===== src/logic/gluePkg.sv =====
// Bus glue shared definitions: target regions, address views, decode and ack bundles
package gluePkg;

    ////////////////////////////////////////
    // Timing
    ////////////////////////////////////////

    // ROM acknowledge delay after decode, in clk40 cycles
    localparam int romWaitStates = 3;
    localparam int waitCountWidth = $clog2(romWaitStates);
    // CIA clock phases in clk40 cycles
    localparam int ciaLowCycles = 24;
    localparam int ciaHighCycles = 16;
    localparam int ciaPeriod = ciaLowCycles + ciaHighCycles;
    localparam int ciaPhaseWidth = $clog2(ciaPeriod);
    // Tick half-periods in CIA clocks, scaled down but still 60:50
    localparam int tick60Half = 5;
    localparam int tick50Half = 6;
    localparam int tickCountWidth = $clog2(tick50Half);

    ////////////////////////////////////////
    // Memory map
    ////////////////////////////////////////

    // High part is address bits 31..16
    // ROM covers 00F8 through 00FF, so only bits 15..3 of it are compared
    localparam logic [15:0] romBase = 16'h00F8;
    localparam logic [15:0] overlayTop = 16'h0007;
    localparam logic [15:0] chipRamTop = 16'h001F;
    localparam logic [15:0] ciaHigh = 16'h00BF;
    localparam logic [15:0] customHigh = 16'h00DF;
    // Byte offset F000, seen through bits 15..1
    localparam logic [14:0] customLowMin = 15'h7800;
    // Interrupt acknowledge transfer type
    localparam logic [1:0] autovectorTt = 2'd3;

    ////////////////////////////////////////
    // Types
    ////////////////////////////////////////

    typedef enum logic [2:0] {
        none = 3'd0,
        rom = 3'd1,
        chipRam = 3'd2,
        customReg = 3'd3,
        cia = 3'd4,
        autovector = 3'd5
    } region_e;

    // Coarse view for region decode
    typedef struct packed {
        logic [15:0] high;
        logic [14:0] low;
    } regionView_t;

    // CIA view, selects are low active
    typedef struct packed {
        logic [17:0] upper;
        logic ciaBSelN;
        logic ciaASelN;
        logic [3:0] regNum;
        logic [6:0] lower;
    } ciaView_t;

    // Address bits 31..1
    typedef union packed {
        regionView_t regionView;
        ciaView_t ciaView;
    } busAddress_u;

    typedef struct packed {
        region_e region;
        logic romEn;
        logic ramSpace;
        logic regSpace;
        logic cia0Sel;
        logic cia1Sel;
    } decode_t;

    typedef struct packed {
        logic drive;
        logic level;
    } ackDrive_t;

endpackage


===== src/logic/addressDecode.sv =====
// Address decode that latches the target region on transfer start and holds it until the ack ends
`timescale 1ns/10ps

module addressDecode (
    input logic clk40,
    input logic reset,
    input logic tsN,
    input logic ovl,
    input gluePkg::busAddress_u address,
    input logic [1:0] tt,
    input logic done,
    output gluePkg::decode_t decode,
    output logic cia0SelN,
    output logic cia1SelN
);

    import gluePkg::*;

    decode_t nextDecode;
    logic [15:0] high;
    logic [14:0] low;

    assign high = address.regionView.high;
    assign low = address.regionView.low;

    ////////////////////////////////////////
    // Region classification
    ////////////////////////////////////////

    always_comb begin
        nextDecode = '0;
        // Interrupt acknowledge beats any address
        if (tt == autovectorTt) begin
            nextDecode.region = autovector;
        end else if (high[15:3] == romBase[15:3]) begin
            nextDecode.region = rom;
        // Boot overlay maps ROM over low chip RAM
        end else if (ovl && high <= overlayTop) begin
            nextDecode.region = rom;
        end else if (high <= chipRamTop) begin
            nextDecode.region = chipRam;
        end else if (high == ciaHigh) begin
            nextDecode.region = cia;
        end else if (high == customHigh && low >= customLowMin) begin
            nextDecode.region = customReg;
        end

        nextDecode.romEn = (nextDecode.region == rom);
        nextDecode.ramSpace = (nextDecode.region == chipRam);
        nextDecode.regSpace = (nextDecode.region == customReg);
        // CIA-A on A12 low and CIA-B on A13 low
        if (nextDecode.region == cia) begin
            nextDecode.cia0Sel = !address.ciaView.ciaASelN;
            nextDecode.cia1Sel = !address.ciaView.ciaBSelN;
        end
    end

    // Hold from transfer start until the negate cycle
    always_ff @(posedge clk40) begin
        if (reset) begin
            decode <= '0;
        end else if (!tsN) begin
            decode <= nextDecode;
        end else if (done) begin
            decode <= '0;
        end
    end

    // Selects only ever come out of a cia decode
    assign cia0SelN = !(decode.cia0Sel && decode.region == cia);
    assign cia1SelN = !(decode.cia1Sel && decode.region == cia);

    ////////////////////////////////////////
    // Checks
    ////////////////////////////////////////

    ciaSelExclusive: assert property (
        @(posedge clk40) disable iff (reset)
        !(!cia0SelN && !cia1SelN)
    ) else $error("both CIA selects low");

    // New start only once the pending ack has finished
    noStartWhileBusy: assert property (
        @(posedge clk40) disable iff (reset)
        (!tsN && decode.region inside {rom, cia, autovector}) |-> done
    ) else $error("tsN during an active transfer");

endmodule


===== config.mk =====
export PLATFORM = sky130hd
export DESIGN_NAME = addressDecode
export DESIGN_NICKNAME = d
export VERILOG_FILES = /design/src/logic/gluePkg.sv /design/src/logic/addressDecode.sv
export SDC_FILE = /design/constraint.sdc
export NUM_CORES = 1
export LEC_CHECK = 0
export ABC_AREA = 0
export BUFFER_PORTS_ARGS = -buffer_cell sky130_fd_sc_hd__buf_2
export CORE_MARGIN = 3
export CORE_UTILIZATION = 31
export CTS_CLUSTER_DIAMETER = 60
export DETAILED_ROUTE_END_ITERATION = 7
export PLACE_DENSITY = 0.72
export SLEW_MARGIN = 20
export SYNTH_ARGS = -nofsm -noshare
export SYNTH_HDL_FRONTEND = slang
export SYNTH_SLANG_ARGS = --single-unit

===== constraint.sdc =====
create_clock -name clk40 -period 1.3 [get_ports clk40]
set_input_delay 0.195 -clock clk40 [delete_from_list [all_inputs] [get_ports clk40]]
set_output_delay 0.195 -clock clk40 [all_outputs]
set_load 0.02 [all_outputs]

==> impl_metrics.env <==
export IMPL_drt_drc_violations_left=0
export IMPL_cp_num_buf_inv=1
export IMPL_yosys_cell_count_top_type="sky130_fd_sc_hd__dfxtp_1"
export IMPL_clock_power_share_pct=34.4
export IMPL_synthAdderAreaFrac_pct=0
export IMPL_postRouteWirelength_um=1240
export IMPL_hold_viol=0
export IMPL_synthFlopType="sky130_fd_sc_hd__dfxtp_1"
export IMPL_path_clk_slew_ns=0.05
export IMPL_seq_area_frac_synth_pct=37.9
export IMPL_cp_start_kind="flip-flop"
export IMPL_switching_share_pct=24.1
export IMPL_cp_end_kind="primary output"
export IMPL_power_leakage_nw=0.359
export IMPL_first_iter_violations=9
export IMPL_post_synthesis_xor_xnor_area_fraction_pct=0
export IMPL_largest_registers="decode: 8 flops"
export IMPL_achievable_frequency_mhz=813
export IMPL_ctsHtreeMaxLevel=1
export IMPL_final_cells=113
export IMPL_setup_viol_count_final=0
export IMPL_crit_chain="nor3b_4 > nand2_1 > buf_2"
export IMPL_hold_bufs_at_cts=0
export IMPL_grt_first_pass_wirelength_um=2020
export IMPL_area_growth_pct=76.0
export IMPL_layout_cell_area_non_filler_um2=744
export IMPL_slew_headroom_pct=76.2
export IMPL_grt_usage_pct=14.9
export IMPL_route_detailed_vias_per_inst=5.11
export IMPL_largest_register_ff_count=8
export IMPL_tightestPinTransition_ns=0.353
export IMPL_post_synth_inst_count=48
export IMPL_avgSynthCellArea_um2=8.81
export IMPL_final_max_slew_viol_count=0
export IMPL_maxCapViolations=0
export IMPL_syn_area_um2=423
export IMPL_critPathMaxStageDelay_ns=0.35
export IMPL_ys_ff_latch=8
export IMPL_antenna_found_initial=0
export IMPL_critPathSlowestCell="sky130_fd_sc_hd__dfxtp_1"
export IMPL_crit_required_ns=1.11
export IMPL_synth_top_cells_by_count="sky130_fd_sc_hd__dfxtp_1 (8), sky130_fd_sc_hd__nand2_1 (6), sky130_fd_sc_hd__nor3b_1 (4)"
export IMPL_detailedPlacementHpwl_um=1070
export IMPL_power_net_switching_uw=134
export IMPL_max_clock_path_buffers=2
export IMPL_outcome="complete, no violations"
export IMPL_timing_hold_ws_ns=0.137
export IMPL_synth_top_family_by_area="simple AND/OR/NAND/NOR gates"
export IMPL_power_density_over_the_cells_nw_per_um2=747
export IMPL_postCtsSetupBuffers=0
export IMPL_drtAntennaViolNets=0
export IMPL_first_global_vias=517
export IMPL_largest_register="decode"
export IMPL_power_frac_comb_pct=20.0
export IMPL_placement_rows=12
export IMPL_ctsRootBufferMaster="sky130_fd_sc_hd__clkbuf_4"
export IMPL_vdd_ir_drop_max_v=0.000446
export IMPL_dr_pass1_iters=4
export IMPL_post_synth_edffs=0
export IMPL_grt_setup_unrepaired="false"
export IMPL_post_cts_resize_count=1
export IMPL_critPathTopFamily="flip-flops"
export IMPL_post_dp_cell_area_um2=711
export IMPL_grt_max_degree=7
export IMPL_fin_nets=139
export IMPL_synth_async_reset_ratio_pct=0
export IMPL_yosysTopAreaCellShare_pct=37.9
export IMPL_worst_setup_path_type="reg -> out"
export IMPL_final_setup_skew_ns=0
export IMPL_chipHeight_um=42.9
export IMPL_core_area_um2=1190
export IMPL_num_antenna_cells=0
export IMPL_ports=48
export IMPL_cell_type_with_the_largest_total_area_after_synthesis="sky130_fd_sc_hd__dfxtp_1"
export IMPL_post_route_cells_drive_above_1_share_pct=54.5
export IMPL_multiplexer_fraction_of_the_synthesized_cell_area_pct=0
export IMPL_seqPwrFrac_pct=45.6
export IMPL_internal_power_uw=422
export IMPL_via_count=577
export IMPL_yosysWarnings=0
export IMPL_floorplan_initialDensity_pct=35.7
export IMPL_post_route_min_period_ns=1.23
export IMPL_clock_tree_from_tritoncts="yes"
export IMPL_worstHoldPathType="in -> reg"
export IMPL_number_of_clock_buffers_inserted_by_tritoncts=3
export IMPL_synth_top_cells_by_area="sky130_fd_sc_hd__dfxtp_1 (38%), sky130_fd_sc_hd__a32o_1 (7.1%), sky130_fd_sc_hd__nor3b_1 (7.1%), sky130_fd_sc_hd__nand2_1 (5.3%), sky130_fd_sc_hd__nand2b_1 (4.4%)"
export IMPL_route_detailed_wl_per_inst_um=11.0
export IMPL_timing_final_crit_share_pct=94.6
export IMPL_total_placed_cells_including_tap_cells=110
export IMPL_synth_simple_area_share_pct=38.2
export IMPL_synth_net_count=86
export IMPL_synthDistinctLibCells=20
export IMPL_synth_compound_area_share_pct=23.1
export IMPL_die_w_um=42.9
export IMPL_p_total_uw=556
export IMPL_count_of_port_buffers_added_during_placement=36
export IMPL_data_arrival_critical_path_ns=1.03
export IMPL_worstPathMaxFanout=3
export IMPL_die_area_um2=1840
export IMPL_worstSkewPairLatency_ns=0.26
export IMPL_number_of_clock_sinks=8
export IMPL_finish_utilization_pct=62.8
export IMPL_overflow=0
export IMPL_gp_congestion=0.828
==> cell families after synthesis <==
family	after synthesis
simple gates	27
flops	8
compound gates	12
buf+inv	1
==> power by group through the flow <==
stage                     sequential, mW  combinational [mW]  clock, mW
after global placement             0.257               0.108          0
final                              0.254               0.111      0.191
after global routing               0.254               0.123      0.210
after floorplan                    0.263              0.0270          0
after detailed placement           0.258               0.110          0
after CTS                          0.253               0.111      0.198
==> cells in the final DEF, fill, tap and decap left out <==
master / n
sky130_fd_sc_hd__nand3_1: 3
sky130_fd_sc_hd__a221oi_2: 1
sky130_fd_sc_hd__a221oi_1: 1
sky130_fd_sc_hd__nand4_1: 3
sky130_fd_sc_hd__nor2b_1: 1
sky130_fd_sc_hd__nor3b_4: 1
sky130_fd_sc_hd__nor4_1: 2
sky130_fd_sc_hd__or2b_1: 1
sky130_fd_sc_hd__a2bb2oi_1: 1
sky130_fd_sc_hd__nor3_1: 2
sky130_fd_sc_hd__or4_4: 1
sky130_fd_sc_hd__o21ai_0: 3
sky130_fd_sc_hd__dfxtp_1: 8
sky130_fd_sc_hd__inv_1: 1
sky130_fd_sc_hd__nor4b_1: 1
sky130_fd_sc_hd__clkbuf_4: 3
sky130_fd_sc_hd__buf_2: 36
sky130_fd_sc_hd__a32o_1: 3
sky130_fd_sc_hd__a21o_1: 2
sky130_fd_sc_hd__nor3b_1: 3
sky130_fd_sc_hd__buf_4: 12
sky130_fd_sc_hd__nand2_1: 6
sky130_fd_sc_hd__nand2b_1: 3
sky130_fd_sc_hd__a21oi_1: 1
==> worst paths after layout <==
path                             endpoint  slack (ns)       from  depth (start not counted)
worst max-delay path             cia0SelN        0.07  decode[6]                          3
worst min register to register  decode[2]        0.46  decode[2]                          1
worst min-delay path            decode[5]        0.14      reset                          2
worst max register to register  decode[5]        0.48  decode[5]                          2
==> metal layers <==
layer | vias up | global-route usage (%) | wire length, um
li1 | 294 | - | -
met1 | 252 | 17.8 | 507
met2 | 26 | 21.6 | 524
met3 | 5 | 8.05 | 179
met4 | 0 | 7.23 | 27
met5 | - | 0 | 0
==> final cells by class <==
cell class	instances	area [um^2]
timing repair buffer	48	270
multi-input combinational	39	270
tap	14	17.5
sequential	8	160
fill	126	442
clock buffer	3	22.5
inverter	1	3.75
==> metrics by stage <==
| step | TNS, ns | setup WS (ns) |
|---|---|---|
| global route | 0 | 0.00109 |
| finish | 0 | 0.0701 |
| detailed placement | -0.533 | -0.131 |
| CTS | 0 | 0.0755 |
| global placement | -0.472 | -0.141 |
| floorplan | 0 | 0.0551 |
Power figures use the tool's default switching activity.
