`config.mk`:
```
export PLATFORM = sky130hd
export DESIGN_NAME = ciaClock
export DESIGN_NICKNAME = d
export VERILOG_FILES = /design/src/logic/gluePkg.sv /design/src/logic/ciaClock.sv
export SDC_FILE = /design/constraint.sdc
export NUM_CORES = 1
export LEC_CHECK = 0
export BUFFER_PORTS_ARGS = -buffer_cell sky130_fd_sc_hd__buf_2
export CORE_AREA = 2 2 39 41
export CTS_BUF_LIST = sky130_fd_sc_hd__clkbuf_8 sky130_fd_sc_hd__clkbuf_16
export DETAILED_ROUTE_END_ITERATION = 10
export DIE_AREA = 0 0 41 43
export PLACE_DENSITY = 0.56
export SLEW_MARGIN = 10
export SYNTH_ARGS = -nofsm -noshare
export SYNTH_HDL_FRONTEND = slang
export SYNTH_SLANG_ARGS = --single-unit
```
`constraint.sdc`:
```
create_clock -name clk40 -period 1.3 [get_ports clk40]
set_clock_uncertainty 0.2 [all_clocks]
set_input_delay 0 -clock clk40 [delete_from_list [all_inputs] [get_ports clk40]]
set_output_delay 0 -clock clk40 [all_outputs]
set_load 0.1 [all_outputs]
```
`src/logic/gluePkg.sv`:
```
// Bus glue shared definitions: target regions, address views, decode and ack bundles
package gluePkg;

    ////////////////////////////////////////
    // Timing
    ////////////////////////////////////////

    // ROM acknowledge delay after decode, in clk40 cycles
    localparam int romWaitStates = 3;
    localparam int waitCountWidth = $clog2(romWaitStates);
    // CIA clock phases in clk40 cycles
    localparam int ciaLowCycles = 24;
    localparam int ciaHighCycles = 16;
    localparam int ciaPeriod = ciaLowCycles + ciaHighCycles;
    localparam int ciaPhaseWidth = $clog2(ciaPeriod);
    // Tick half-periods in CIA clocks, scaled down but still 60:50
    localparam int tick60Half = 5;
    localparam int tick50Half = 6;
    localparam int tickCountWidth = $clog2(tick50Half);

    ////////////////////////////////////////
    // Memory map
    ////////////////////////////////////////

    // High part is address bits 31..16
    // ROM covers 00F8 through 00FF, so only bits 15..3 of it are compared
    localparam logic [15:0] romBase = 16'h00F8;
    localparam logic [15:0] overlayTop = 16'h0007;
    localparam logic [15:0] chipRamTop = 16'h001F;
    localparam logic [15:0] ciaHigh = 16'h00BF;
    localparam logic [15:0] customHigh = 16'h00DF;
    // Byte offset F000, seen through bits 15..1
    localparam logic [14:0] customLowMin = 15'h7800;
    // Interrupt acknowledge transfer type
    localparam logic [1:0] autovectorTt = 2'd3;

    ////////////////////////////////////////
    // Types
    ////////////////////////////////////////

    typedef enum logic [2:0] {
        none = 3'd0,
        rom = 3'd1,
        chipRam = 3'd2,
        customReg = 3'd3,
        cia = 3'd4,
        autovector = 3'd5
    } region_e;

    // Coarse view for region decode
    typedef struct packed {
        logic [15:0] high;
        logic [14:0] low;
    } regionView_t;

    // CIA view, selects are low active
    typedef struct packed {
        logic [17:0] upper;
        logic ciaBSelN;
        logic ciaASelN;
        logic [3:0] regNum;
        logic [6:0] lower;
    } ciaView_t;

    // Address bits 31..1
    typedef union packed {
        regionView_t regionView;
        ciaView_t ciaView;
    } busAddress_u;

    typedef struct packed {
        region_e region;
        logic romEn;
        logic ramSpace;
        logic regSpace;
        logic cia0Sel;
        logic cia1Sel;
    } decode_t;

    typedef struct packed {
        logic drive;
        logic level;
    } ackDrive_t;

endpackage

```
`src/logic/ciaClock.sv`:
```
// CIA clock: slow asymmetric peripheral clock from clk40 plus a falling-edge strobe
`timescale 1ns/10ps

module ciaClock (
    input logic clk40,
    input logic reset,
    output logic clkCia,
    output logic ciaStrobe
);

    import gluePkg::*;

    logic [ciaPhaseWidth-1:0] phase;
    logic [ciaPhaseWidth-1:0] phaseNext;
    logic lastPhase;

    ////////////////////////////////////////
    // Phase counter
    ////////////////////////////////////////

    // Phase 0 starts the low half
    assign lastPhase = (phase == ciaPhaseWidth'(ciaPeriod - 1));
    assign phaseNext = lastPhase ? '0 : phase + 1'b1;

    always_ff @(posedge clk40) begin
        if (reset) begin
            phase <= '0;
        end else begin
            phase <= phaseNext;
        end
    end

    // Registered so the pin never glitches
    always_ff @(posedge clk40) begin
        if (reset) begin
            clkCia <= 1'b0;
        end else begin
            clkCia <= (phaseNext >= ciaPhaseWidth'(ciaLowCycles));
        end
    end

    // High in the first low cycle, same edge that drops clkCia
    always_ff @(posedge clk40) begin
        if (reset) begin
            ciaStrobe <= 1'b0;
        end else begin
            ciaStrobe <= lastPhase;
        end
    end

    strobeSingle: assert property (
        @(posedge clk40) disable iff (reset)
        ciaStrobe |=> !ciaStrobe
    ) else $error("ciaStrobe longer than one cycle");

endmodule

```
==> results.cfg, run 1 <==
[run_status]
outcome = finished, violations left
failed_checks = setup timing

[route]
first_pass_iters = 2
ant_nets = 0
wl_microns = 681
via_per_inst = 4.58
drt_iter0_drc = 6
drc = 0
num_vias = 293
wl_per_cell_microns = 10.6

[worst_setup_path]
worstPathRequired_ns = 1.22
path_class = flip-flop to flip-flop
cp-end-kind = flip-flop
r2r-start = phase[0]$_SDFF_PP0_
reg2reg_to = clkCia$_SDFF_PP0_
critical_path.max_fanout = 6
worstPathArrival_ns = 1.25
cp-start-kind = flip-flop
worstPathCellList = ha_4 > nand2b_1 > mux2i_1 > a2111oi_2
worstSetupEndpoint = clkCia$_SDFF_PP0_
rr_worst_depth = 4
critPathMaxStageDelay_ns = 0.36
crit_slowest_cell = dfxtp_4
startpoint = phase[0]$_SDFF_PP0_
r2r_slack_ns = -0.02

[logic_synthesis]
synth_area_sq_um = 367
ys_seq_area_frac = 0.437
ys_seq_elements = 8
synth_area_leader_cell = dfxtp_1
mappedNetlistNets = 41
synth_area_per_cell_sq_um = 9.91
synth_top_cell_area_share = 0.437
ys_top_cells_by_area = dfxtp_1 44%, ha_1 6.8%, xor2_1 4.8%
synth_cell_types = 22
synth_warnings = 0
synth_cells = 37

[timing]
slew_violations = 0
period_share = 1.02
worst_pin_slew_ns = 0.482
max_freq_mhz = 755
period_minus_slack_ns = 1.32
setup_violations = 1
relSlewSlack = 0.681
setup_slack_ns = -0.0243
rsz0062_at_grt = yes
hold_viol_final = 0

[cts]
cts_root_buf = clkbuf_8
postCtsSetupBuffers = 0
clk_pin_slew_worst_paths_ns = 0.04
clock-sinks = 8
clk_latency_ns = 0.23
tritoncts = done
cts_max_path_buffers = 2
h-tree-depth = 1
cts_buffers = 3

[pwr]
p_per_area_nw_per_um2 = 1190
ir_drop_v = 0.000425
finalPower_mw = 0.602
p_leak_nw = 0.190

[floorplan]
die_y_microns = 43
coreArea_sq_um = 1380
ios = 4
dieArea_sq_um = 1760
rows = 14
die-width_microns = 41
start_util = 0.265

[place]
gp_congestion = 0.620
portBuffers = 3
dp_hpwl_microns = 465
place_ws_ns = -0.0380

[finish]
syn_to_final_growth_pct = 38.2
drive_gt1_frac = 0.417
final_cell_mix = 4 x nor2_1, 4 x dfxtp_1, 4 x buf_4
nets = 54
antenna_cells = 0

[grt]
track_usage = 0.103
grt_pass1_wl_mm = 1.12
grt_max_degree = 8
antenna_found_initial = 0
grt_pass1_vias = 280
grt_overflow = 0

[job]
drv_cap = 0

[min_path]
hold_path.class = flip-flop to flip-flop
cells in the mapped netlist:
cell type  n
a31o_1     1
a311oi_1   1
mux2i_1    1
nand3_1    1
xnor2_1    1
dfxtp_1    8
a21oi_1    1
o21ai_0    1
nand3b_1   1
o21bai_1   1
ha_1       2
nand3_2    1
and2_2     1
nand2b_1   2
nor2b_1    1
xor2_1     2
or3_1      1
nor2_1     4
a2111oi_2  1
nor3_1     1
nand2_1    3
a21oi_2    1
metal layers:
metal  global-route usage  vias up  wire, microns
li1                     -      153              -
met1                0.113      134            349
met2                0.128        4            301
met3               0.0471        2             17
met4                0.120        0             12
met5                    0        -              0
registers in the layout, summed over array words and instances (netlist names):
signal	count
phase	6
clkCia	1
ciaStrobe	1
power by group:
part           total (mW)  switching, mW  internal [mW]
registers           0.271         0.0156          0.255
clock network       0.295         0.0949          0.200
logic              0.0354         0.0153         0.0201
layout make-up:
| class | count | area (sq um) |
|---|---|---|
| fill | 141 | 877 |
| multi-input combinational | 29 | 223 |
| sequential | 8 | 168 |
| timing repair buffer | 8 | 55.1 |
| clock buffer | 3 | 41.3 |
| tap | 16 | 20.0 |
worst min-delay path by stage:
stage	depth (start not counted)	startpoint	to	slack (ns)
6_report	1	phase[0]$_SDFF_PP0_	phase[0]$_SDFF_PP0_	0.27
5_1_grt	1	phase[0]$_SDFF_PP0_	phase[0]$_SDFF_PP0_	0.29
4_1_cts	1	phase[0]$_SDFF_PP0_	phase[0]$_SDFF_PP0_	0.27
3_5_place_dp	2	reset	phase[1]$_SDFF_PP0_	0.07
3_3_place_gp	2	reset	phase[1]$_SDFF_PP0_	0.06
2_1_floorplan	1	reset	phase[1]$_SDFF_PP0_	-0.14
metrics by stage:
step	instances	util	instance area, sq um	hold slack [ns]	TNS [ns]
final	64	0.366	507	0.274	-0.0243
after global routing	64	0.366	507	0.291	-0.147
after CTS	64	0.363	502	0.273	-0.0997
after detailed placement	60	0.323	447	0.0659	-0.0955
after global placement	60	0.323	447	0.0610	-0.0605
after floorplan	37	-	382	-0.136	0
kinds of logic (layout without fill, tap and decap cells):
kind of cell / count (synthesis) / count (layout) / share of synthesized area
buffers and inverters: 0 / 11 / 0
xor gates and xnor gates: 3 / 3 / 0.0717
AOI/OAI and AO/OA: 7 / 7 / 0.160
and+or+nand+nor: 16 / 16 / 0.235
muxes: 1 / 1 / 0.0273
adders and majority gates: 2 / 2 / 0.0682
DFF: 8 / 8 / 0.437
worst max-delay path, delay by kind of cell, from the launching register on:
| family | cells | cell delay (ns) |
|---|---|---|
| adders and majority gates | 1 | 0.17 |
| muxes | 1 | 0.08 |
| and+or+nand+nor | 1 | 0.07 |
| AOI/OAI and AO/OA | 1 | 0.35 |
| DFF | 1 | 0.36 |
what timing repair did:
action                     in CTS  in global routing
pin swaps                       0                  1
hold buffers                    1                  0
setup endpoints to repair       4                  5
gates resized for setup         2                  2
hold endpoints to repair        5                  0
No activity file was read; power rests on OpenSTA's default activity.
==> inputs of run 2 (changes only) <==
--- a/config.mk
+++ b/config.mk
@@ -10,7 +10,7 @@
 export CTS_BUF_LIST = sky130_fd_sc_hd__clkbuf_8 sky130_fd_sc_hd__clkbuf_16
 export DETAILED_ROUTE_END_ITERATION = 10
 export DIE_AREA = 0 0 41 43
-export PLACE_DENSITY = 0.56
+export PLACE_DENSITY_LB_ADDON = 0.1
 export SLEW_MARGIN = 10
 export SYNTH_ARGS = -nofsm -noshare
 export SYNTH_HDL_FRONTEND = slang
==> run 2 against run 1 <==
The flow now finishes without violations. First-iteration DRC count is 100% lower. Worst setup slack better by 0.026 ns. Combinational power is 5% higher. Critical path depth stayed put. Worst hold slack better by 0.0052 ns. Sequential cell count stayed put. Design area is 2.7% higher. Core utilization is 0.99 points higher. Clock-buffer cell count stayed put. Critical endpoint is now phase[3]$_SDFF_PP0_. Highest routed layer unchanged.
==> results.cfg, run 2 (synthesis gave the netlist of run 1 again) <==
[finish]
layout_commonest_cell = dfxtp_1
syn_to_final_growth_pct = 42.0
largest_reg_flops = 6
antenna_cells = 0
final_cell_mix = 6 x dfxtp_1, 4 x nor2_1, 4 x buf_4
fillerInstances = 151
fin_area_sq_um = 520
largest_registers = phase: 6 flops, ciaStrobe: 1 flops, clkCia: 1 flops
nets = 54
regMostFlops = phase
drive_gt1_frac = 0.438

[route]
via_per_inst = 4.67
num_vias = 299
first_pass_iters = 1
drc = 0
wl_per_cell_microns = 11.0
drt_iter0_drc = 0
wl_microns = 701
ant_nets = 0

[grt]
grt_pass1_wl_mm = 1.24
grt_overflow = 0
track_usage = 0.111
grt_max_degree = 8
antenna_found_initial = 0
grt_pass1_vias = 302

[worst_setup_path]
cp-start-kind = flip-flop
critical_path.max_fanout = 6
crit_slowest_cell = dfxtp_4
rr_worst_depth = 4
r2r_slack_ns = 0.001
path_class = flip-flop to flip-flop
reg2reg_to = phase[3]$_SDFF_PP0_
startpoint = phase[0]$_SDFF_PP0_
worstPathCellList = ha_4 > nand3b_1 > o21bai_2 > nor2_1
r2r-start = phase[0]$_SDFF_PP0_
critPathMaxStageDelay_ns = 0.38
worstPathRequired_ns = 1.22
cp-end-kind = flip-flop
worstPathArrival_ns = 1.22

[place]
gp_congestion = 0.681
place_ws_ns = -0.0536
dp_hpwl_microns = 500
portBuffers = 3
dpl_cell_area_sq_um = 447

[floorplan]
start_util = 0.265
dieArea_sq_um = 1760
die_y_microns = 43
ios = 4
coreArea_sq_um = 1380
die-width_microns = 41
rows = 14

[timing]
max_freq_mhz = 770
worst_pin_slew_ns = 0.484
setup_slack_ns = 0.00121
period_minus_slack_ns = 1.30
relSlewSlack = 0.680
rsz0062_at_grt = yes
period_share = 0.999
setup_violations = 0
hold_viol_final = 0
slew_violations = 0

[cts]
clk_pin_slew_worst_paths_ns = 0.04
cts_root_buf = clkbuf_8
h-tree-depth = 1
clk_latency_ns = 0.23
cts_buffers = 3
clock-sinks = 8
tritoncts = done
postCtsSetupBuffers = 0
cts_max_path_buffers = 2

[min_path]
hold_depth = 1
hp-start = phase[0]$_SDFF_PP0_
hold_end = phase[0]$_SDFF_PP0_
hold_path.class = flip-flop to flip-flop

[run_status]
outcome = complete, no violations

[job]
drv_cap = 0

[pwr]
p_per_area_nw_per_um2 = 1170
ir_drop_v = 0.000443
p_leak_nw = 0.190
-- run 2: repair_timing --
item | CTS | global route
hold buffers | 1 | 0
hold endpoints to repair | 8 | 0
pin swaps | 1 | 3
resized for setup | 3 | 3
setup endpoints to repair | 4 | 6
-- run 2: worst max-delay path by stage --
stage                                     end  cells past startpoint
after global placement    phase[3]$_SDFF_PP0_                      4
after floorplan             clkCia$_SDFF_PP0_                      4
after detailed placement  phase[3]$_SDFF_PP0_                      4
final                     phase[3]$_SDFF_PP0_                      4
after CTS                   clkCia$_SDFF_PP0_                      4
after global routing      phase[0]$_SDFF_PP0_                      4
-- run 2: layout make-up --
cell class,instances,area (sq um),area share
well taps,16,20.0,0.0385
flip-flops and latches,8,168,0.322
clock buffers,3,41.3,0.0793
repair buffers,8,55.1,0.106
multi-input cells,29,236,0.454
-- run 2: power breakdown --
| part | total (mW) | leakage [nW] | switching, mW | internal, mW |
|---|---|---|---|---|
| clock network | 0.304 | 0.0216 | 0.103 | 0.201 |
| logic | 0.0372 | 0.102 | 0.0165 | 0.0207 |
| registers | 0.270 | 0.0662 | 0.0150 | 0.255 |
| total | 0.611 | 0.190 | 0.135 | 0.476 |
-- run 2: through the flow --
stage | utilization | cells | TNS [ns] | hold slack (ns) | total power, mW
finish | 0.376 | 64 | 0 | 0.279 | 0.611
detailed placement | 0.323 | 60 | -0.145 | 0.0615 | 0.308
CTS | 0.367 | 64 | -0.0315 | 0.272 | 0.618
global placement | 0.323 | 60 | -0.0983 | 0.0595 | 0.307
floorplan | - | 37 | 0 | -0.136 | 0.293
global route | 0.376 | 64 | -0.359 | 0.301 | 0.649
-- run 2: worst max-delay path, delay by kind of cell (launching register included) --
kind,cells,cell delay (ns)
adder cells (fa/ha/maj),1,0.15
AO/OA/AOI/OAI,1,0.24
AND/OR/NAND/NOR,2,0.21
flip-flops,1,0.38
-- run 2: routing by layer --
metal  part of all wire  wire, microns  global-route usage  up-vias
met3              0.037             26              0.0471        2
met1               0.47            331               0.133      139
met4              0.024             17              0.0800        0
li1                   -              -                   -      152
met5                  0              0                   0        -
met2               0.47            326               0.150        6
