[src/logic/gluePkg.sv]
// Bus glue shared definitions: target regions, address views, decode and ack bundles
package gluePkg;

    ////////////////////////////////////////
    // Timing
    ////////////////////////////////////////

    // ROM acknowledge delay after decode, in clk40 cycles
    localparam int romWaitStates = 3;
    localparam int waitCountWidth = $clog2(romWaitStates);
    // CIA clock phases in clk40 cycles
    localparam int ciaLowCycles = 24;
    localparam int ciaHighCycles = 16;
    localparam int ciaPeriod = ciaLowCycles + ciaHighCycles;
    localparam int ciaPhaseWidth = $clog2(ciaPeriod);
    // Tick half-periods in CIA clocks, scaled down but still 60:50
    localparam int tick60Half = 5;
    localparam int tick50Half = 6;
    localparam int tickCountWidth = $clog2(tick50Half);

    ////////////////////////////////////////
    // Memory map
    ////////////////////////////////////////

    // High part is address bits 31..16
    // ROM covers 00F8 through 00FF, so only bits 15..3 of it are compared
    localparam logic [15:0] romBase = 16'h00F8;
    localparam logic [15:0] overlayTop = 16'h0007;
    localparam logic [15:0] chipRamTop = 16'h001F;
    localparam logic [15:0] ciaHigh = 16'h00BF;
    localparam logic [15:0] customHigh = 16'h00DF;
    // Byte offset F000, seen through bits 15..1
    localparam logic [14:0] customLowMin = 15'h7800;
    // Interrupt acknowledge transfer type
    localparam logic [1:0] autovectorTt = 2'd3;

    ////////////////////////////////////////
    // Types
    ////////////////////////////////////////

    typedef enum logic [2:0] {
        none = 3'd0,
        rom = 3'd1,
        chipRam = 3'd2,
        customReg = 3'd3,
        cia = 3'd4,
        autovector = 3'd5
    } region_e;

    // Coarse view for region decode
    typedef struct packed {
        logic [15:0] high;
        logic [14:0] low;
    } regionView_t;

    // CIA view, selects are low active
    typedef struct packed {
        logic [17:0] upper;
        logic ciaBSelN;
        logic ciaASelN;
        logic [3:0] regNum;
        logic [6:0] lower;
    } ciaView_t;

    // Address bits 31..1
    typedef union packed {
        regionView_t regionView;
        ciaView_t ciaView;
    } busAddress_u;

    typedef struct packed {
        region_e region;
        logic romEn;
        logic ramSpace;
        logic regSpace;
        logic cia0Sel;
        logic cia1Sel;
    } decode_t;

    typedef struct packed {
        logic drive;
        logic level;
    } ackDrive_t;

endpackage

[src/logic/transferAck.sv]
// Transfer acknowledge: ROM wait states, CIA strobe sync, autovector ack, active negation
`timescale 1ns/10ps

module transferAck (
    input logic clk40,
    input logic reset,
    input gluePkg::decode_t decode,
    input logic ciaStrobe,
    output gluePkg::ackDrive_t ack,
    output logic done
);

    import gluePkg::*;

    typedef enum logic [1:0] {
        ackIdle,
        ackWait,
        ackAssert,
        ackNegate
    } ackState_e;

    ackState_e state;
    ackState_e nextState;
    logic [waitCountWidth-1:0] waitCount;

    ////////////////////////////////////////
    // FSM
    ////////////////////////////////////////

    always_comb begin
        nextState = state;
        case (state)
            ackIdle: begin
                case (decode.region)
                    rom: nextState = ackWait;
                    // Vector fetched internally, answer right away
                    autovector: nextState = ackAssert;
                    // Strobe may already land in the first decoded cycle
                    cia: nextState = ciaStrobe ? ackAssert : ackWait;
                    // RAM and custom space answered by the chipset
                    default: nextState = ackIdle;
                endcase
            end
            ackWait: begin
                if (decode.region == rom) begin
                    if (waitCount == waitCountWidth'(romWaitStates - 1)) begin
                        nextState = ackAssert;
                    end
                end else if (decode.region == cia) begin
                    if (ciaStrobe) begin
                        nextState = ackAssert;
                    end
                end else begin
                    // Region lost, nothing to answer
                    nextState = ackIdle;
                end
            end
            ackAssert: nextState = ackNegate;
            ackNegate: nextState = ackIdle;
            default: nextState = ackIdle;
        endcase
    end

    always_ff @(posedge clk40) begin
        if (reset) begin
            state <= ackIdle;
        end else begin
            state <= nextState;
        end
    end

    // Idle cycle after decode counts as the first wait state
    always_ff @(posedge clk40) begin
        if (reset || state == ackIdle) begin
            waitCount <= waitCountWidth'(1);
        end else if (state == ackWait) begin
            waitCount <= waitCount + 1'b1;
        end
    end

    ////////////////////////////////////////
    // Outputs
    ////////////////////////////////////////

    // Low for one cycle, then driven high before release
    assign ack.drive = (state == ackAssert) || (state == ackNegate);
    assign ack.level = (state == ackNegate);
    // Clears the decode at the end of negation
    assign done = (state == ackNegate);

    noAckOnChipset: assert property (
        @(posedge clk40) disable iff (reset)
        (decode.region inside {chipRam, customReg}) |-> !ack.drive
    ) else $error("TACK driven in chipset space");

endmodule

[config.mk]
export PLATFORM = sky130hd
export DESIGN_NAME = transferAck
export DESIGN_NICKNAME = d
export VERILOG_FILES = /design/src/logic/gluePkg.sv /design/src/logic/transferAck.sv
export SDC_FILE = /design/constraint.sdc
export NUM_CORES = 1
export LEC_CHECK = 0
export BUFFER_PORTS_ARGS = -buffer_cell sky130_fd_sc_hd__buf_2
export CORE_AREA = 3 3 40 42
export CTS_BUF_LIST = sky130_fd_sc_hd__clkbuf_8
export DETAILED_ROUTE_END_ITERATION = 7
export DIE_AREA = 0 0 43 45
export PLACE_DENSITY = 0.38
export REMOVE_ABC_BUFFERS = 1
export SYNTH_ARGS = -nofsm -noshare
export SYNTH_HDL_FRONTEND = slang
export SYNTH_SLANG_ARGS = --single-unit
[constraint.sdc]
create_clock -name clk40 -period 1.3 [get_ports clk40]
set_input_delay 0.195 -clock clk40 [delete_from_list [all_inputs] [get_ports clk40]]
set_output_delay 0.195 -clock clk40 [all_outputs]
set_load 0.02 [all_outputs]
==> results of run 1 <==
-- sequential cells by signal, summed over array words and instances (netlist names) --
name,count
state,2
waitCount,2
-- layer usage --
metal  share of wire, %  track usage (%)
met5                  0                0
met1                 46             6.51
met2                 43             7.49
met3                7.3             1.59
met4                3.2             9.04
-- critical path, delay by kind of cell (launching register included) --
family | cells | cell delay [ns]
DFF | 1 | 0.40
buffers and inverters | 1 | 0.17
and+or+nand+nor | 1 | 0.18
-- cell type report --
| class | count | area [sq um] | area share (%) |
|---|---|---|---|
| well taps | 15 | 18.8 | 5.75 |
| clock buffers | 3 | 41.3 | 12.6 |
| multi-input cells | 20 | 138 | 42.1 |
| flip-flops and latches | 4 | 81.3 | 24.9 |
| repair buffers | 8 | 40.0 | 12.3 |
| inverters | 2 | 7.51 | 2.30 |
-- power groups by stage --
| stage | logic [mW] | clock network (mW) | registers, mW |
|---|---|---|---|
| 6_report | 0.0465 | 0.262 | 0.142 |
| 5_1_grt | 0.0510 | 0.280 | 0.143 |
| 4_1_cts | 0.0471 | 0.270 | 0.141 |
| 3_5_place_dp | 0.0469 | 0 | 0.143 |
| 3_3_place_gp | 0.0454 | 0 | 0.142 |
| 2_1_floorplan | 0.0249 | 0 | 0.143 |
-- cell usage in the layout (no fill, tap or decap) --
cell / instances
a21oi_1: 1
a311oi_1: 1
a31oi_1: 1
and2_1: 1
and3_1: 1
buf_2: 8
clkbuf_8: 3
dfxtp_1: 3
dfxtp_2: 1
ha_1: 1
inv_1: 2
mux2i_1: 1
nand2_1: 2
nand2b_1: 1
nand3b_1: 1
nor2_1: 2
nor3b_1: 2
nor4_1: 1
o21a_1: 1
o32ai_1: 1
or2_2: 1
or4b_1: 1
-- logic make-up after synthesis --
| group | count (synthesis) | synth area share (%) |
|---|---|---|
| buffers and inverters | 5 | 12.1 |
| adder cells (fa/ha/maj) | 1 | 5.05 |
| flip-flops | 4 | 32.3 |
| AO/OA/AOI/OAI | 5 | 14.6 |
| multiplexers | 1 | 4.04 |
| AND/OR/NAND/NOR | 13 | 31.8 |
-- per-stage QoR --
step                setup slack [ns]  area, sq um  util (%)
floorplan                      0.110          225         -
global placement               0.172          284      22.1
detailed placement             0.172          284      22.1
CTS                           0.0331          325      25.3
global route                  0.0778          327      25.4
finish                         0.140          327      25.4
-- final timing paths --
| path | start | endpoint | slack, ns | depth (start not counted) |
|---|---|---|---|---|
| worst max-delay path | state[0] | done | 0.14 | 2 |
| worst min-delay path | reset | waitCount[1] | 0.20 | 2 |
| worst max register to register | state[1] | state[1] | 0.20 | 2 |
| worst min register to register | waitCount[1] | waitCount[1] | 0.49 | 2 |
-- timing repair --
action                     in CTS  in global routing
resized for setup               0                  1
setup endpoints to repair       0                  2
hold buffers                    0                  0
==> results.sh, run 1 <==
export IMPL_run_status="finished, final reports clean"
export IMPL_layout_drive_gt1_share_pct=35.1
export IMPL_grt_use_total_pct=5.91
export IMPL_combPwrFrac_pct=10.3
export IMPL_avgSynthCellArea_sq_um=8.54
export IMPL_cap_violations=0
export IMPL_grt_antenna_before_repair=0
export IMPL_yosysUniqueCellTypes=22
export IMPL_start_util_pct=19.3
export IMPL_dieHeight_um=45
export IMPL_whs_ns=0.195
export IMPL_row_count=13
export IMPL_cts_buffer_depth=2
export IMPL_die_area_sq_um=1940
export IMPL_clk_latency_ns=0.22
export IMPL_power_density_nw_per_um2=1380
export IMPL_crit_slowest_cell="dfxtp_1"
export IMPL_clkPwrFrac_pct=58.3
export IMPL_start_kind="register"
export IMPL_netlist_area_sq_um=248
export IMPL_final_setup_skew_ns=0.000977
export IMPL_finalHoldViolCount=0
export IMPL_yosys_top_cells_area="dfxtp_1 (32%), nor3b_1 (6.1%), ha_1 (5.1%)"
export IMPL_yosysSeqAreaShare_pct=32.3
export IMPL_min_period_ns=1.16
export IMPL_io_buffers=8
export IMPL_dp_cells=49
export IMPL_worstMarginPinSlew_ns=0.269
export IMPL_dr_pass1_iters=3
export IMPL_slowest_delay_ns=0.40
export IMPL_tns_ns=0
export IMPL_gp_congestion=0.702
export IMPL_ant_nets=0
export IMPL_first_global_vias=187
export IMPL_die_w_um=43
export IMPL_crit_type="reg2out"
export IMPL_cts_tree="done"
export IMPL_cp_required_ns=1.11
export IMPL_ys_seq_elements=4
export IMPL_share_seq_of_total_power_pct=31.4
export IMPL_netSwitchingFraction_pct=21.7
export IMPL_nNetsFinal=51
export IMPL_timing_fmax_mhz=862
export IMPL_dp_hpwl_um=411
export IMPL_cp_max_fo=6
export IMPL_p_int_uw=352
export IMPL_p_switching_uw=97.9
export IMPL_syn2layout_area_growth_pct=31.8
export IMPL_antennaDiodeCount=0
export IMPL_synth_edf_count=0
export IMPL_drc=0
export IMPL_yosysTopAreaCell="dfxtp_1"
export IMPL_setup_violations=0
export IMPL_crit_chain="and2_1, buf_2"
export IMPL_wire_per_inst_um=10.3
export IMPL_ioPinCount=14
export IMPL_synth_cells_most_frequent="dfxtp_1 (4), inv_1 (2), nand2_1 (2), nor2_1 (2), nor3b_1 (2)"
export IMPL_synthCells=29
export IMPL_cts_buffers=3
export IMPL_rsz0062_at_grt="no"
export IMPL_synth_top_area_share_pct=32.3
export IMPL_dr_first_iter_drc_count=1
export IMPL_slew_viol_final=0
export IMPL_post_cts_setup_buffers=0
export IMPL_synthArstFlopShare_pct=0
export IMPL_core_area_sq_um=1280
export IMPL_via_per_inst=4.42
export IMPL_fillers=159
export IMPL_total_power_uw=450
export IMPL_grt_max_degree=9
export IMPL_total_leakage_power_nw=0.151
export IMPL_path_clk_slew_ns=0.03
export IMPL_vias=230
export IMPL_cts_max_level=1
export IMPL_yosysMostFrequentCell="dfxtp_1"
export IMPL_final_cells=52
export IMPL_root_buffer="clkbuf_8"
export IMPL_min_period_over_period_pct=89.2
export IMPL_synth_main_ff_cell="dfxtp_1"
export IMPL_cp_end_kind="output pin"
export IMPL_ir_drop_mv=0.237
export IMPL_yosysWarnings=0
export IMPL_cts_sinks=4
export IMPL_overflow=0
export IMPL_drt_total_wl_um=536
export IMPL_grt_pass1_wl_um=759
export IMPL_max_slew_margin_pct=82.0
export IMPL_hp_class="in2reg"
export IMPL_worst_ep_arrival_time_ns=0.96
Power figures use the tool's default switching activity.
==> inputs of run 2 (changes only) <==
Settings changed: ABC_AREA set to 1, ABC_CLOCK_PERIOD_IN_PS set to 1300, PLACE_DENSITY 0.38 to 0.42.
==> results.sh, run 2 <==
export IMPL_layout_drive_gt1_share_pct=25.4
export IMPL_vias=305
export IMPL_holdBufCountCts=0
export IMPL_post_route_util_pct=29.8
export IMPL_drt_total_wl_um=600
export IMPL_overflow=0
export IMPL_yosysTopAreaCell="dfxtp_1"
export IMPL_cts_sinks=4
export IMPL_crit_slowest_cell="dfxtp_1"
export IMPL_final_setup_skew_ns=0.00109
export IMPL_root_buffer="clkbuf_8"
export IMPL_dr_pass1_iters=4
export IMPL_rsz0062_at_grt="no"
export IMPL_path_buf_inv=2
export IMPL_final_cells=74
export IMPL_wire_per_inst_um=8.11
export IMPL_io_buffers=8
export IMPL_final_cell_mix="nand2_1 (12), nor2_1 (12), buf_2 (8)"
export IMPL_first_global_vias=254
export IMPL_design_area_sq_um=383
export IMPL_top_regs="state: 2 flops, waitCount: 2 flops"
export IMPL_min_period_over_period_pct=86.7
export IMPL_fillers=149
export IMPL_cp_max_fo=7
export IMPL_regArea_sq_um=80.1
export IMPL_path_clk_slew_ns=0.03
export IMPL_start_kind="register"
export IMPL_total_power_uw=481
export IMPL_clk_latency_ns=0.21
export IMPL_postCtsResizedCells=0
export IMPL_gp_congestion=0.698
export IMPL_dp_cells=71
export IMPL_yosys_top_cells_area="dfxtp_1 (27%), nand2_1 (15%), nor2_1 (15%)"
export IMPL_yosysSeqAreaShare_pct=27.2
export IMPL_nNetsFinal=73
export IMPL_start_util_pct=22.9
export IMPL_grt_max_degree=8
export IMPL_dr_first_iter_drc_count=5
export IMPL_combPwrFrac_pct=16.3
export IMPL_ir_drop_mv=0.588
export IMPL_dpl_instance_area_sq_um=342
export IMPL_ant_nets=0
export IMPL_yosysUniqueCellTypes=17
export IMPL_tns_ns=0
export IMPL_top_usage_layer="met1"
export IMPL_finalHoldViolCount=0
export IMPL_cp_required_ns=1.11
export IMPL_whs_ns=0.157
export IMPL_crit_chain="nand2_1, inv_1, buf_2"
export IMPL_p_int_uw=363
export IMPL_yosysWarnings=0
export IMPL_antennaDiodeCount=0
export IMPL_power_density_nw_per_um2=1260
export IMPL_grt_pass1_wl_um=1010
export IMPL_cap_violations=0
export IMPL_worstMarginPinSlew_ns=0.231
export IMPL_cts_max_level=1
export IMPL_timing_fmax_mhz=887
export IMPL_p_switching_uw=119
export IMPL_r2r_slack_ns=0.29
export IMPL_cts_buffer_depth=2
export IMPL_slowest_delay_ns=0.43
export IMPL_synth_cells_most_frequent="nand2_1 (12), nor2_1 (12), inv_1 (7)"
export IMPL_place_ws_ns=0.291
export IMPL_r2r_start="waitCount[0]"
export IMPL_netlist_area_sq_um=294
export IMPL_core_area_sq_um=1280
export IMPL_dieHeight_um=45
export IMPL_grt_use_met3_pct=2.79
export IMPL_share_seq_of_total_power_pct=30.2
export IMPL_synth_main_ff_cell="dfxtp_1"
export IMPL_cp_end_kind="output pin"
export IMPL_synthCells=50
export IMPL_cts_buffers=3
export IMPL_max_slew_margin_pct=84.4
export IMPL_slew_viol_final=0
export IMPL_die_w_um=43
export IMPL_crit_end="done"
export IMPL_total_leakage_power_nw=0.213
export IMPL_worst_ep_arrival_time_ns=0.93
export IMPL_die_area_sq_um=1940
export IMPL_critPathTopFamily="flip-flops"
export IMPL_min_period_ns=1.13
export IMPL_multi_input_area_sq_um=169
export IMPL_grt_use_total_pct=7.25
export IMPL_setup_slack_ns=0.172
export IMPL_reg2reg_depth=6
export IMPL_post_cts_setup_buffers=0
export IMPL_grtUsageMet2_pct=8.98
export IMPL_setup_violations=0
export IMPL_met1_usage_pct=9.90
export IMPL_ys_seq_elements=4
export IMPL_worstReg2RegEnd="state[1]"
export IMPL_syn2layout_area_growth_pct=30.2
export IMPL_drc=0
export IMPL_row_count=13
export IMPL_cts_tree="done"
export IMPL_grt_antenna_before_repair=0
export IMPL_synth_edf_count=0
export IMPL_via_per_inst=4.12
export IMPL_clkPwrFrac_pct=53.5
export IMPL_run_status="finished, final reports clean"
export IMPL_critPathLaunch="state[1]"
export IMPL_avgSynthCellArea_sq_um=5.88
export IMPL_netSwitchingFraction_pct=24.6
export IMPL_crit_cells=3
export IMPL_hp_class="in2reg"
export IMPL_ioPinCount=14
export IMPL_synth_top_area_share_pct=27.2
export IMPL_synthArstFlopShare_pct=0
export IMPL_crit_type="reg2out"
export IMPL_dp_hpwl_um=476
==> run 2: how the worst min path moves through the flow <==
stage	endpoint	startpoint	slack (ns)	depth (start not counted)
after CTS	state[0]	reset	0.15	2
after detailed placement	state[0]	reset	0.38	2
final	state[0]	reset	0.16	2
after global placement	state[0]	reset	0.38	2
after global routing	state[0]	reset	0.17	2
after floorplan	state[0]	reset	0.27	1
==> run 2: layer usage <==
metal  vias up  wire, um
li1        168         -
met1       130       323
met2         7       232
met3         0        44
met4         0         0
met5         -         0
==> run 2: worst reg2reg max path, delay by kind of cell, from the launching register on <==
kind	cells	cell delay [ns]
DFF	1	0.31
and+or+nand+nor	3	0.20
adders and majority gates	1	0.19
AOI/OAI and AO/OA	1	0.15
buffers and inverters	1	0.06
==> run 2: cell type report <==
| class | count | share of cell area [%] |
|---|---|---|
| multi-input combinational | 35 | 44.1 |
| timing repair buffer | 8 | 10.5 |
| tap | 15 | 4.90 |
| sequential | 4 | 20.9 |
| clock buffer | 3 | 10.8 |
| inverter | 9 | 8.82 |
==> run 2: kinds of logic after synthesis <==
group	after synthesis	synth area share [%]
adder cells (fa/ha/maj)	1	4.25
AND/OR/NAND/NOR	28	40.4
buffers and inverters	11	15.3
AO/OA/AOI/OAI	6	12.8
flip-flops	4	27.2
==> run 2: power groups by stage <==
stage	registers [mW]	clock network, mW	logic [mW]
CTS	0.145	0.267	0.0800
global route	0.147	0.273	0.0924
floorplan	0.148	0	0.0509
detailed placement	0.147	0	0.0788
global placement	0.147	0	0.0800
finish	0.145	0.257	0.0786
